`src/hw/dsp_pkg.sv`:
```
package dsp_pkg;

    localparam int DSP_WIDTH = 4;              // Slots per bundle

    localparam int ROB_DEPTH   = 16;
    localparam int ROB_ID_W    = 4;
    localparam int LBUFF_DEPTH = 8;
    localparam int LBUFF_ID_W  = 3;
    localparam int SBUFF_DEPTH = 8;
    localparam int SBUFF_ID_W  = 3;
    localparam int RSV_DEPTH   = 16;
    localparam int RSV_IDX_W   = 4;

    localparam int DECINFO_W = 29;
    localparam int SPARE_W   = 8;

    // Reserved field widths left over in each view
    localparam int AGU_RSVD_W = DECINFO_W - SPARE_W - 6;
    localparam int ALU_RSVD_W = DECINFO_W - SPARE_W - 7;

    // Execution unit codes
    localparam logic [2:0] EXEC_ALU = 3'd1;
    localparam logic [2:0] EXEC_AGU = 3'd2;
    localparam logic [2:0] EXEC_CSR = 3'd3;

    typedef struct packed {
        logic [SPARE_W-1:0]    spare;
        logic                  sync;
        logic [AGU_RSVD_W-1:0] rsvd;
        logic                  store;
        logic                  load;
        logic [2:0]            unit;
    } decinfo_agu_t;

    typedef struct packed {
        logic [SPARE_W-1:0]    spare;
        logic                  sync;
        logic [ALU_RSVD_W-1:0] rsvd;
        logic                  sfence_vma;
        logic                  fence_i;
        logic                  fence;
        logic [2:0]            unit;
    } decinfo_alu_t;

    // Same decode word, read per unit
    typedef union packed {
        decinfo_agu_t agu;
        decinfo_alu_t alu;
    } decinfo_t;

endpackage

```
`src/hw/dsp_id_ring.sv`:
```
module dsp_id_ring
    import dsp_pkg::*;
#(
    parameter int DEPTH = 16,
    parameter int ID_W  = 4
) (
    input  logic                           clk,
    input  logic                           i_rst_n,
    input  logic [DSP_WIDTH-1:0]           i_alloc,
    input  logic [DSP_WIDTH-1:0]           i_ret,
    output logic [DSP_WIDTH-1:0][ID_W-1:0] o_id,
    output logic [ID_W-1:0]                o_dsp_id,
    output logic [ID_W-1:0]                o_ret_id,
    output logic                           o_short
);

    localparam int CW    = $clog2(DSP_WIDTH + 1);
    localparam int CNT_W = $clog2(DEPTH + 1);

    logic [ID_W-1:0]  head;
    logic [ID_W-1:0]  tail;
    logic [CNT_W-1:0] cnt;                     // IDs in flight
    logic [CW-1:0]    alloc_n;
    logic [CW-1:0]    ret_n;

    function automatic logic [ID_W-1:0] wrap_add(
        input logic [ID_W-1:0] base,
        input logic [CW-1:0]   n
    );
        logic [ID_W:0] sum;
        sum = {1'b0, base} + (ID_W + 1)'(n);
        if (sum >= (ID_W + 1)'(DEPTH)) begin
            sum = sum - (ID_W + 1)'(DEPTH);
        end
        return sum[ID_W-1:0];
    endfunction

    // Slot k gets head plus allocating slots below it
    always_comb begin
        alloc_n = '0;
        for (int k = 0; k < DSP_WIDTH; k++) begin
            o_id[k] = wrap_add(head, alloc_n);
            alloc_n = alloc_n + CW'(i_alloc[k]);
        end
    end

    assign ret_n = CW'($countones(i_ret));

    always_ff @(posedge clk) begin
        if (!i_rst_n) begin
            head <= '0;
            tail <= '0;
            cnt  <= '0;
        end else begin
            head <= wrap_add(head, alloc_n);
            tail <= wrap_add(tail, ret_n);
            cnt  <= cnt + CNT_W'(alloc_n) - CNT_W'(ret_n);
        end
    end

    assign o_dsp_id = head;
    assign o_ret_id = tail;
    assign o_short  = (CNT_W'(DEPTH) - cnt) < CNT_W'(DSP_WIDTH);   // Not enough for a full bundle

    // ROB can only retire what was dispatched
    a_ret_le_occ: assert property (@(posedge clk) disable iff (!i_rst_n)
        CNT_W'(ret_n) <= cnt);

endmodule

```
`src/hw/dsp_fmgr.sv`:
```
module dsp_fmgr
    import dsp_pkg::*;
(
    input  logic                                clk,
    input  logic                                i_rst_n,
    input  logic [DSP_WIDTH-1:0]                i_pop,
    input  logic [DSP_WIDTH-1:0]                i_ret_vld,
    input  logic [DSP_WIDTH-1:0][RSV_IDX_W-1:0] i_ret_entry,
    output logic [DSP_WIDTH-1:0][RSV_IDX_W-1:0] o_free_entry,
    output logic                                o_short
);

    localparam int CW    = $clog2(DSP_WIDTH + 1);
    localparam int CNT_W = $clog2(RSV_DEPTH + 1);

    // Free indices, circular. Pointers wrap at RSV_DEPTH = 2**RSV_IDX_W
    logic [RSV_IDX_W-1:0] list_q [RSV_DEPTH];
    logic [RSV_IDX_W-1:0] rd_ptr;
    logic [RSV_IDX_W-1:0] wr_ptr;
    logic [CNT_W-1:0]     cnt;                 // Free entries held
    logic [CW-1:0]        pop_n;
    logic [CW-1:0]        ret_n;

    logic [DSP_WIDTH-1:0][RSV_IDX_W-1:0] wr_addr;

    // Popping slots read consecutive positions in slot order
    always_comb begin
        pop_n = '0;
        for (int k = 0; k < DSP_WIDTH; k++) begin
            if (i_pop[k]) begin
                o_free_entry[k] = list_q[rd_ptr + RSV_IDX_W'(pop_n)];
            end else begin
                o_free_entry[k] = list_q[rd_ptr + RSV_IDX_W'(k)];   // Idle slot sees plain window
            end
            pop_n = pop_n + CW'(i_pop[k]);
        end
    end

    always_comb begin
        ret_n = '0;
        for (int k = 0; k < DSP_WIDTH; k++) begin
            wr_addr[k] = wr_ptr + RSV_IDX_W'(ret_n);
            ret_n      = ret_n + CW'(i_ret_vld[k]);
        end
    end

    always_ff @(posedge clk) begin
        if (!i_rst_n) begin
            rd_ptr <= '0;
            wr_ptr <= '0;
            cnt    <= CNT_W'(RSV_DEPTH);
            for (int i = 0; i < RSV_DEPTH; i++) begin
                list_q[i] <= RSV_IDX_W'(i);     // Every entry free, in order
            end
        end else begin
            rd_ptr <= rd_ptr + RSV_IDX_W'(pop_n);
            wr_ptr <= wr_ptr + RSV_IDX_W'(ret_n);
            cnt    <= cnt - CNT_W'(pop_n) + CNT_W'(ret_n);
            for (int k = 0; k < DSP_WIDTH; k++) begin
                if (i_ret_vld[k]) begin
                    list_q[wr_addr[k]] <= i_ret_entry[k];
                end
            end
        end
    end

    assign o_short = cnt < CNT_W'(DSP_WIDTH);

    // More returns than were handed out
    a_no_overflow: assert property (@(posedge clk) disable iff (!i_rst_n)
        int'(cnt) + int'(ret_n) - int'(pop_n) <= RSV_DEPTH);

    // Dispatch has to hold while the list is short
    a_no_pop_short: assert property (@(posedge clk) disable iff (!i_rst_n)
        o_short |-> (i_pop == '0));

endmodule

```
`src/hw/dsp_issue_gate.sv`:
```
module dsp_issue_gate
    import dsp_pkg::*;
(
    input  logic                          clk,
    input  logic                          i_rst_n,
    input  logic [DSP_WIDTH-1:0]          i_dec_vld,
    input  decinfo_t [DSP_WIDTH-1:0]      i_dec_decinfo,
    input  logic                          i_res_stall,
    input  logic                          i_sync_csr_ret,
    input  logic                          i_sync_fence_ret,
    output logic [DSP_WIDTH-1:0]          o_fire,
    output decinfo_t [DSP_WIDTH-1:0]      o_decinfo,
    output logic                          o_ren_stall
);

    logic     csr_sync;
    logic     fence_sync;
    logic     sync_det;
    logic     marker_fire;
    logic     sync_flag_r;
    decinfo_t marker;

    // Only slot 0 is checked since the decoder puts these first
    assign csr_sync = i_dec_vld[0] && (i_dec_decinfo[0].alu.unit == EXEC_CSR)
                   && !i_sync_csr_ret;
    assign fence_sync = i_dec_vld[0] && (i_dec_decinfo[0].alu.unit == EXEC_ALU)
                     && (i_dec_decinfo[0].alu.fence || i_dec_decinfo[0].alu.fence_i
                         || i_dec_decinfo[0].alu.sfence_vma)
                     && !i_sync_fence_ret;

    assign sync_det    = csr_sync || fence_sync;
    assign marker_fire = sync_det && !sync_flag_r && !i_res_stall;
    assign o_ren_stall = i_res_stall || sync_det;

    always_ff @(posedge clk) begin
        if (!i_rst_n) begin
            sync_flag_r <= 1'b0;
        end else if (marker_fire) begin
            sync_flag_r <= 1'b1;                // Waiting for the marker to retire
        end else if (i_sync_csr_ret || i_sync_fence_ret) begin
            sync_flag_r <= 1'b0;
        end
    end

    always_comb begin
        marker          = '0;
        marker.alu.sync = 1'b1;
        marker.alu.unit = csr_sync ? EXEC_CSR : EXEC_ALU;
    end

    always_comb begin
        o_decinfo = i_dec_decinfo;
        if (sync_det) begin
            o_decinfo[0] = marker;
        end
    end

    always_comb begin
        if (!o_ren_stall) begin
            o_fire = i_dec_vld;
        end else if (marker_fire) begin
            o_fire = DSP_WIDTH'(1);             // Marker goes alone
        end else begin
            o_fire = '0;
        end
    end

    // A decoded word never carries the sync bit while a marker is outstanding
    a_no_marker_in_sync: assert property (@(posedge clk) disable iff (!i_rst_n)
        sync_flag_r |-> !(o_fire[0] && o_decinfo[0].alu.sync));

endmodule

```
`src/hw/dsp_top.sv`:
```
module dsp_top
    import dsp_pkg::*;
(
    input  logic                                 clk,
    input  logic                                 i_rst_n,

    input  logic [DSP_WIDTH-1:0]                 i_dec_vld,
    input  decinfo_t [DSP_WIDTH-1:0]             i_dec_decinfo,

    input  logic [DSP_WIDTH-1:0]                 i_rob_ret_vld,
    input  logic [DSP_WIDTH-1:0]                 i_rob_ret_ld,
    input  logic [DSP_WIDTH-1:0]                 i_rob_ret_st,
    input  logic                                 i_rob_sync_csr_ret,
    input  logic                                 i_rob_sync_fence_ret,

    input  logic [DSP_WIDTH-1:0]                 i_rsv_free_vld,
    input  logic [DSP_WIDTH-1:0][RSV_IDX_W-1:0]  i_rsv_free_entry,

    output logic [DSP_WIDTH-1:0]                 o_dsp_rsv_vld,
    output decinfo_t [DSP_WIDTH-1:0]             o_dsp_rsv_decinfo,
    output logic [DSP_WIDTH-1:0][ROB_ID_W-1:0]   o_dsp_rsv_rob_id,
    output logic [DSP_WIDTH-1:0]                 o_dsp_rsv_ld_vld,
    output logic [DSP_WIDTH-1:0][LBUFF_ID_W-1:0] o_dsp_rsv_ld_id,
    output logic [DSP_WIDTH-1:0]                 o_dsp_rsv_st_vld,
    output logic [DSP_WIDTH-1:0][SBUFF_ID_W-1:0] o_dsp_rsv_st_id,
    output logic [DSP_WIDTH-1:0][RSV_IDX_W-1:0]  o_dsp_rsv_free_entry,

    output logic [ROB_ID_W-1:0]                  o_dsp_rob_dsp_id,
    output logic [ROB_ID_W-1:0]                  o_dsp_rob_ret_id,
    output logic [LBUFF_ID_W-1:0]                o_dsp_ld_dsp_id,
    output logic [LBUFF_ID_W-1:0]                o_dsp_ld_ret_id,
    output logic [SBUFF_ID_W-1:0]                o_dsp_st_dsp_id,
    output logic [SBUFF_ID_W-1:0]                o_dsp_st_ret_id,

    output logic                                 o_dsp_ren_stall
);

    logic [DSP_WIDTH-1:0] fire;
    logic [DSP_WIDTH-1:0] is_ld;
    logic [DSP_WIDTH-1:0] is_st;
    logic [DSP_WIDTH-1:0] ld_alloc;
    logic [DSP_WIDTH-1:0] st_alloc;
    logic [DSP_WIDTH-1:0] ld_ret;
    logic [DSP_WIDTH-1:0] st_ret;
    logic                 rob_short;
    logic                 ld_short;
    logic                 st_short;
    logic                 fmgr_short;
    logic                 res_stall;

    // Load/store class comes from the AGU view
    always_comb begin
        for (int k = 0; k < DSP_WIDTH; k++) begin
            is_ld[k] = (i_dec_decinfo[k].agu.unit == EXEC_AGU) && i_dec_decinfo[k].agu.load;
            is_st[k] = (i_dec_decinfo[k].agu.unit == EXEC_AGU) && i_dec_decinfo[k].agu.store;
        end
    end

    assign ld_alloc = fire & is_ld;
    assign st_alloc = fire & is_st;
    assign ld_ret   = i_rob_ret_vld & i_rob_ret_ld;
    assign st_ret   = i_rob_ret_vld & i_rob_ret_st;

    assign res_stall = rob_short || ld_short || st_short || fmgr_short;

    dsp_issue_gate dsp_issue_gate_i (
        .clk              (clk),
        .i_rst_n          (i_rst_n),
        .i_dec_vld        (i_dec_vld),
        .i_dec_decinfo    (i_dec_decinfo),
        .i_res_stall      (res_stall),
        .i_sync_csr_ret   (i_rob_sync_csr_ret),
        .i_sync_fence_ret (i_rob_sync_fence_ret),
        .o_fire           (fire),
        .o_decinfo        (o_dsp_rsv_decinfo),
        .o_ren_stall      (o_dsp_ren_stall)
    );

    dsp_id_ring #(
        .DEPTH (ROB_DEPTH),
        .ID_W  (ROB_ID_W)
    ) rob_ring_i (
        .clk      (clk),
        .i_rst_n  (i_rst_n),
        .i_alloc  (fire),
        .i_ret    (i_rob_ret_vld),
        .o_id     (o_dsp_rsv_rob_id),
        .o_dsp_id (o_dsp_rob_dsp_id),
        .o_ret_id (o_dsp_rob_ret_id),
        .o_short  (rob_short)
    );

    dsp_id_ring #(
        .DEPTH (LBUFF_DEPTH),
        .ID_W  (LBUFF_ID_W)
    ) ld_ring_i (
        .clk      (clk),
        .i_rst_n  (i_rst_n),
        .i_alloc  (ld_alloc),
        .i_ret    (ld_ret),
        .o_id     (o_dsp_rsv_ld_id),
        .o_dsp_id (o_dsp_ld_dsp_id),
        .o_ret_id (o_dsp_ld_ret_id),
        .o_short  (ld_short)
    );

    dsp_id_ring #(
        .DEPTH (SBUFF_DEPTH),
        .ID_W  (SBUFF_ID_W)
    ) st_ring_i (
        .clk      (clk),
        .i_rst_n  (i_rst_n),
        .i_alloc  (st_alloc),
        .i_ret    (st_ret),
        .o_id     (o_dsp_rsv_st_id),
        .o_dsp_id (o_dsp_st_dsp_id),
        .o_ret_id (o_dsp_st_ret_id),
        .o_short  (st_short)
    );

    dsp_fmgr dsp_fmgr_i (
        .clk          (clk),
        .i_rst_n      (i_rst_n),
        .i_pop        (fire),
        .i_ret_vld    (i_rsv_free_vld),
        .i_ret_entry  (i_rsv_free_entry),
        .o_free_entry (o_dsp_rsv_free_entry),
        .o_short      (fmgr_short)
    );

    assign o_dsp_rsv_vld    = fire;
    assign o_dsp_rsv_ld_vld = ld_alloc;     // Only slots that really took a load ID
    assign o_dsp_rsv_st_vld = st_alloc;

endmodule

```
`config.mk`:
```
export PLATFORM = sky130hd
export DESIGN_NAME = dsp_top
export DESIGN_NICKNAME = d
export VERILOG_FILES = /design/src/hw/dsp_pkg.sv /design/src/hw/dsp_id_ring.sv /design/src/hw/dsp_fmgr.sv /design/src/hw/dsp_issue_gate.sv /design/src/hw/dsp_top.sv
export SDC_FILE = /design/constraint.sdc
export NUM_CORES = 1
export LEC_CHECK = 0
export ABC_AREA = 1
export BUFFER_PORTS_ARGS = -buffer_cell sky130_fd_sc_hd__buf_2
export CORE_UTILIZATION = 55
export DETAILED_ROUTE_END_ITERATION = 8
export HOLD_SLACK_MARGIN = 0.03
export PLACE_DENSITY_LB_ADDON = 0.05
export SLEW_MARGIN = 20
export SYNTH_ARGS = -nofsm -noshare
export SYNTH_HDL_FRONTEND = slang
export SYNTH_HIERARCHICAL = 1
export SYNTH_SLANG_ARGS = --single-unit
```
`constraint.sdc`:
```
create_clock -name clk -period 5.9 [get_ports clk]
set_clock_uncertainty 0.15 [all_clocks]
set_input_delay 0.295 -clock clk [delete_from_list [all_inputs] [get_ports clk]]
set_output_delay 0.295 -clock clk [all_outputs]
set_load 0.05 [all_outputs]
```
# Yosys cells after proc, flatten, opt, wreduce, memory -nomap -nowiden
# Memories as Yosys holds them, arrays and structs flattened. A register that Yosys moved wholly into a read port is not among the register bits.
# Cells that the tools add are included.
# word_totals
register_bits	47
mem_bits_rw	64
in_bits	156
output_inout_bits	205
elab_cells	207
memories	1
# op_classes
add_sub_neg	76
n_lt_le_gt_ge	22
eq_ne	6
muxes	53
n_bitwise	4
reduce_logical	32
# memory_table
name	depth	word_bits	read_ports	rd_clocked_by_memory_dff	wr	line_no	rtl
dsp_fmgr_i.list_q	16	4	7	1	16	dsp_fmgr.sv:17	logic [RSV_IDX_W-1:0] list_q [RSV_DEPTH];
# ops
op	count
4-bit two-way mux	19
4-bit greater-or-equal comparator, second input constant	10
3-bit two-way mux	12
3-bit by 1-bit subtractor with 3-bit output, second input constant	12
29-bit two-way mux	1
4-bit by 3-bit adder with 4-bit output	7
5-bit greater-or-equal comparator, second input constant	5
3-bit by 3-bit adder with 4-bit output	6
4-bit by 1-bit subtractor with 4-bit output, second input constant	6
3-bit by 1-bit adder with 3-bit output	7
1-bit by 1-bit adder with 2-bit output	10
1-bit two-way mux	20
4-bit AND	4
4-bit OR reduction	4
4-bit by 3-bit adder with 5-bit output	3
3-bit by 2-bit == test with 1-bit output, second input constant	5
1-bit logical AND	15
5-bit by 3-bit adder with 5-bit output	2
5-bit by 3-bit less-than comparator with 1-bit output, second input constant	2
5-bit by 3-bit subtractor with 5-bit output	2
3-bit adder	3
3-bit by 1-bit adder with 4-bit output	2
3-bit by 2-bit adder with 4-bit output	2
4-bit by 1-bit adder with 4-bit output	2
other kinds (17)	32

# Logic depth before layout (Yosys ltp)
# logic_depth
depth_word	16
ltp_mapped	23
mapped_depth_nobuf	23

# Hierarchy
# Netlist, hierarchy kept.
# by_module_without_submodules
module	instances	cells_per_inst	area_each_um2	seq_area_each_um2
dsp_fmgr	1	1851	10914.2	2182.1
dsp_id_ring (rob_ring_i)	1	142	1218.7	260.2
dsp_issue_gate	1	177	1071.0	20.0
dsp_id_ring (ld_ring_i)	1	109	958.4	200.2
dsp_id_ring (st_ring_i)	1	107	929.6	200.2
dsp_top	1	47	201.4	0.0

# Least setup slack after synthesis
# OpenSTA, ideal clock, no wires.
# synth_path
kind	reg2reg
startpoint	register rob_ring_i.cnt[1]
endpoint	register ld_ring_i.cnt[2]
setup_ps	119
t_arrival_ps	5947
t_required_ps	5631
setup_slack_ps	-316
stages_incl_launch_ff	19
n_path_buf	0
period_less_slack_ps	6216
path_cell_list	dfxtp_1 -> or2_1 -> nand4_1 -> o31ai_1 -> nor2_1 -> nand2_1 -> inv_1 -> nand3_1 -> nor2_1 -> nand2_1 -> nor2_1 -> fa_1 -> ha_1 -> fa_1 -> fa_1 -> inv_1 -> fa_1 -> o21ai_0 -> a21oi_1
# synth_via
word_cells_on_any_way	16
classes_between	add/sub: 6; order compare: 1; mux: 2; bitwise: 1; reduce/logical: 6
# synth_rtl
element	line_no	rtl
start: declaration	dsp_id_ring.sv:22	logic [CNT_W-1:0] cnt;
start signal: assignment	dsp_id_ring.sv:57	cnt <= cnt + CNT_W'(alloc_n) - CNT_W'(ret_n);
5-bit subtractor	dsp_id_ring.sv:63	assign o_short = (CNT_W'(DEPTH) - cnt) < CNT_W'(DSP_WIDTH);
5-bit by 3-bit less-than comparator with 1-bit output	dsp_id_ring.sv:63	
net rob_short	dsp_top.sv:45	logic rob_short;
1-bit logical OR (3 in series)	dsp_top.sv:64	assign res_stall = rob_short || ld_short || st_short || fmgr_short;
net res_stall	dsp_top.sv:49	logic res_stall;
1-bit logical OR	dsp_issue_gate.sv:33	assign o_ren_stall = i_res_stall || sync_det;
net o_dsp_ren_stall	dsp_top.sv:35	output logic o_dsp_ren_stall
4-bit two-way mux	dsp_issue_gate.sv:59	if (!o_ren_stall) begin
net o_dsp_rsv_vld[1]	dsp_top.sv:19	output logic [DSP_WIDTH-1:0] o_dsp_rsv_vld,
4-bit AND	dsp_top.sv:59	assign ld_alloc = fire & is_ld;
net o_dsp_rsv_ld_vld[1]	dsp_top.sv:22	output logic [DSP_WIDTH-1:0] o_dsp_rsv_ld_vld,
1-bit by 1-bit adder with 2-bit output	dsp_id_ring.sv:43	alloc_n = alloc_n + CW'(i_alloc[k]);
3-bit by 1-bit adder with 3-bit output (2 in series)	dsp_id_ring.sv:43	
4-bit by 3-bit adder with 4-bit output	dsp_id_ring.sv:57	
4-bit by 3-bit subtractor with 4-bit output	dsp_id_ring.sv:57	
end signal: assignment	dsp_id_ring.sv:57	
end: declaration	dsp_id_ring.sv:22	
# The timed path passes the listed nets, and every way through them passes these cells.
# A chain may end at the register's enable or synchronous reset.

==> qor.yml <==
status:
  status: "finished, final reports clean"
floorplanning:
  ios: 361
  die_area_mm2: 0.0285
  core_mm2: 0.0271
  rows: 60
  fp.dieW_um: 169
  die_h_um: 169
  start_util_pct: 56.4
synth:
  synthCells: 2433
  async_reset_ff_share_pct: 0
  syn_nets: 2727
  synth-main-ff-cell: "edfxtp_1"
  yosys_warnings: 6
  yosysUniqueCellTypes: 39
  netlist_top_cells_area: "nand2_1, edfxtp_1, nand3_1"
  synth.yosys.seq_area_share_pct: 18.7
  netlist.area_leader.share_pct: 13.8
  synth-edff-count: 64
  yosys.area.top_type: "nand2_1"
  syn_avg_cell_area_um2: 6.29
  synth_seq_cells: 111
  netlist_area_mm2: 0.0153
finish:
  drive_gt1_share_pct: 12.3
  syn_to_final_growth_pct: 5.01
  final_core_util_pct: 59.3
  fin_area_mm2: 0.0161
  fin_nets: 2750
  stdcell_count: 2835
setup_path:
  crit_path_max_fanout: 15
  rr_endpoint: "dsp_fmgr_i/cnt[4]"
  slowest_delay_ns: 0.86
  end_kind: "output port"
  crit_chain: "inv_1 > ha_1 > a21boi_0 > nor2_1 > nand2_1 > inv_1 > nand3_1 > nor2_2 > fa_1 > ha_1 > fa_1 > inv_1 > nand3_1 > o21ai_0 > nand2_1 > nand3_1 > nand3_1 > nand2_1 > buf_2"
  critPathArrivalTime_ns: 4.91
  worstPathRequired_ns: 5.45
  criticalPathCategory: "flop to output port"
  worst_setup_path_start_kind: "flop"
  reg2reg_depth: 22
  crit_start: "dsp_fmgr_i/cnt[3]"
  crit_top_cell: "nand3_1"
  reg2reg_from: "dsp_fmgr_i/cnt[3]"
  worstSetupEndpoint: "o_dsp_rsv_free_entry[12]"
  critPathSlowestCell: "fa_1"
  r2r_slack_ns: 0.96
clock_tree:
  clkLatencyLatePin_ns: 0.37
  cts.sinks: 111
  ctsHoldBuffers: 0
  numCtsBuffers: 9
  clockRootBuffer: "clkbuf_16"
  clk_path_buf_depth: 2
  cts_setup_buffers: 0
  clk_pin_slew_ns: 0.08
  cts_tree: "done"
  cts-htree-levels: 3
  ctsResizeCount: 0
global_route:
  grt_pass1_vias: 14800
  grt_antenna_before_repair: 2
  grtUsageTotal_pct: 37.6
  overflow: 0
  grt_max_degree: 83
  grt_pass1_wl_um: 82500
detailed_routing:
  first_pass_iters: 6
  ant_nets: 0
  drt_iter0_markers: 2229
  via_per_inst: 5.93
  wl_per_cell_um: 19.2
  wirelength_um: 54300
  drc_errors: 0
  vias: 16800
power_and_ir_drop:
  share_seq_of_total_power_pct: 14.3
  p_sw_uw: 5690
  leakagePower_uw: 0.00812
  ir_worst_vdd_mv: 0.316
  swShare_pct: 62.1
  power.internal_uw: 3480
  power.density_mw_per_mm2: 571
  clkPwrFrac_pct: 6.9
  p_comb_share_pct: 78.7
placed_design:
  placed_area_mm2: 0.0157
  dpl.hpwl_um: 41200
  gp_congestion: 1.03
  dp_cells: 2817
  pre_cts_ws_ns: 0.956
  io_buffer_count: 216
timing:
  slew_violations: 0
  rsz0062_at_grt: "no"
  tightest_slew_ns: 1.13
  period_needed_ns: 5.36
  finalSetupTns_ns: 0
  max_freq_mhz: 187
  fin_crit_sh_pct: 90.8
  setup_viol: 0
  hold_violations: 0
  setup_slack_ns: 0.543
  max-slew-margin-rel_pct: 24.7
min_path:
  min_path_type: "input pin to flop"
flow_run:
  maxCapViolCount: 0
## stage by stage
stage / power, µW / hold slack [ns]
after detailed placement: 8390 / 0.336
after CTS: 9060 / 0.0861
final: 9160 / 0.109
after floorplan: 6890 / 0.238
after global placement: 8290 / 0.323
after global routing: 9990 / 0.120
## cell families after synthesis
family,after synthesis,share of synthesized area [%]
AND/OR/NAND/NOR,1268,36.8
buffers and inverters,550,16.5
AO/OA/AOI/OAI,336,12.7
adder cells (fa/ha/maj),138,13.4
flip-flops,111,18.7
XOR/XNOR,30,1.87
## power groups by stage
stage | Clock [µW] | Combinational, µW | Sequential [µW]
6_report | 637 | 7210 | 1310
2_1_floorplan | 0 | 5610 | 1280
3_5_place_dp | 0 | 7070 | 1320
4_1_cts | 652 | 7100 | 1310
3_3_place_gp | 0 | 6970 | 1320
5_1_grt | 679 | 7970 | 1340
## critical path, delay by kind of cell, from the launching register on
family	cells	cell delay, ns
fa+ha+maj	4	1.86
compound gates	2	0.20
flops	1	0.32
buf+inv	4	0.64
simple gates	9	1.53
## metal layers
layer	vias up	share of wire, %	track usage [%]
met5	-	0	0
met4	0	5.3	20.9
met3	208	9.8	5.40
met2	1028	44	58.1
met1	7572	41	50.6
li1	8013	-	-
## cell usage after synthesis (all sizes together), types with 64 or more instances
| master | number |
|---|---|
| a21oi | 113 |
| nand3 | 322 |
| clkbuf | 83 |
| inv | 315 |
| o21ai | 120 |
| nand2 | 572 |
| ha | 96 |
| edfxtp | 64 |
| nor2 | 228 |
| o211ai | 96 |
| nand4 | 126 |
| buf | 145 |
## cell usage in the layout, fill, tap and decap left out, types with 7 or more instances in the layout
master / instances
xnor2_1: 11
buf_4: 25
nand3_1: 317
nand2_1: 562
nand2_2: 9
nand4_1: 122
nor2_1: 221
nor2_2: 7
o211ai_1: 96
nor3_2: 7
dfxtp_1: 46
xor2_1: 15
buf_2: 216
o21ai_0: 119
edfxtp_1: 64
a21oi_1: 112
ha_1: 96
fa_1: 42
inv_1: 309
clkbuf_16: 10
## flip-flops by register name, indices dropped and copies added (netlist names)
name	cells
dsp_fmgr_i/cnt	5
st_ring_i/o_ret_id	3
st_ring_i/cnt	4
dsp_fmgr_i/list_q	64
rob_ring_i/o_dsp_id	4
ld_ring_i/o_dsp_id	3
dsp_fmgr_i/rd_ptr	4
st_ring_i/o_dsp_id	3
ld_ring_i/o_ret_id	3
dsp_fmgr_i/wr_ptr	4
rob_ring_i/o_ret_id	4
dsp_issue_gate_i/sync_flag_r	1
rob_ring_i/cnt	5
ld_ring_i/cnt	4
## cell type report
class	count	area (µm²)
Antenna cell	2	5.00
Timing Repair Buffer	241	1270
Sequential cell	111	2870
Fill cell	2653	11000
Tap cell	372	465
Clock buffer	11	264
Multi-Input combinational cell	1772	9930
Inverter	321	1200
Clock inverter	5	53.8
## how the worst min path moves through the flow
stage                                            start  slack, ns  cells past startpoint                      endpoint
after global placement    dsp_issue_gate_i/sync_flag_r       0.32                      2  dsp_issue_gate_i/sync_flag_r
after global routing                i_rob_sync_csr_ret       0.12                      4  dsp_issue_gate_i/sync_flag_r
after CTS                           i_rob_sync_csr_ret       0.09                      4  dsp_issue_gate_i/sync_flag_r
final                               i_rob_sync_csr_ret       0.11                      4  dsp_issue_gate_i/sync_flag_r
after floorplan                                i_rst_n       0.24                      2         st_ring_i/o_dsp_id[0]
after detailed placement  dsp_issue_gate_i/sync_flag_r       0.34                      2  dsp_issue_gate_i/sync_flag_r
Note: power is estimated with default switching activity, not from simulation.
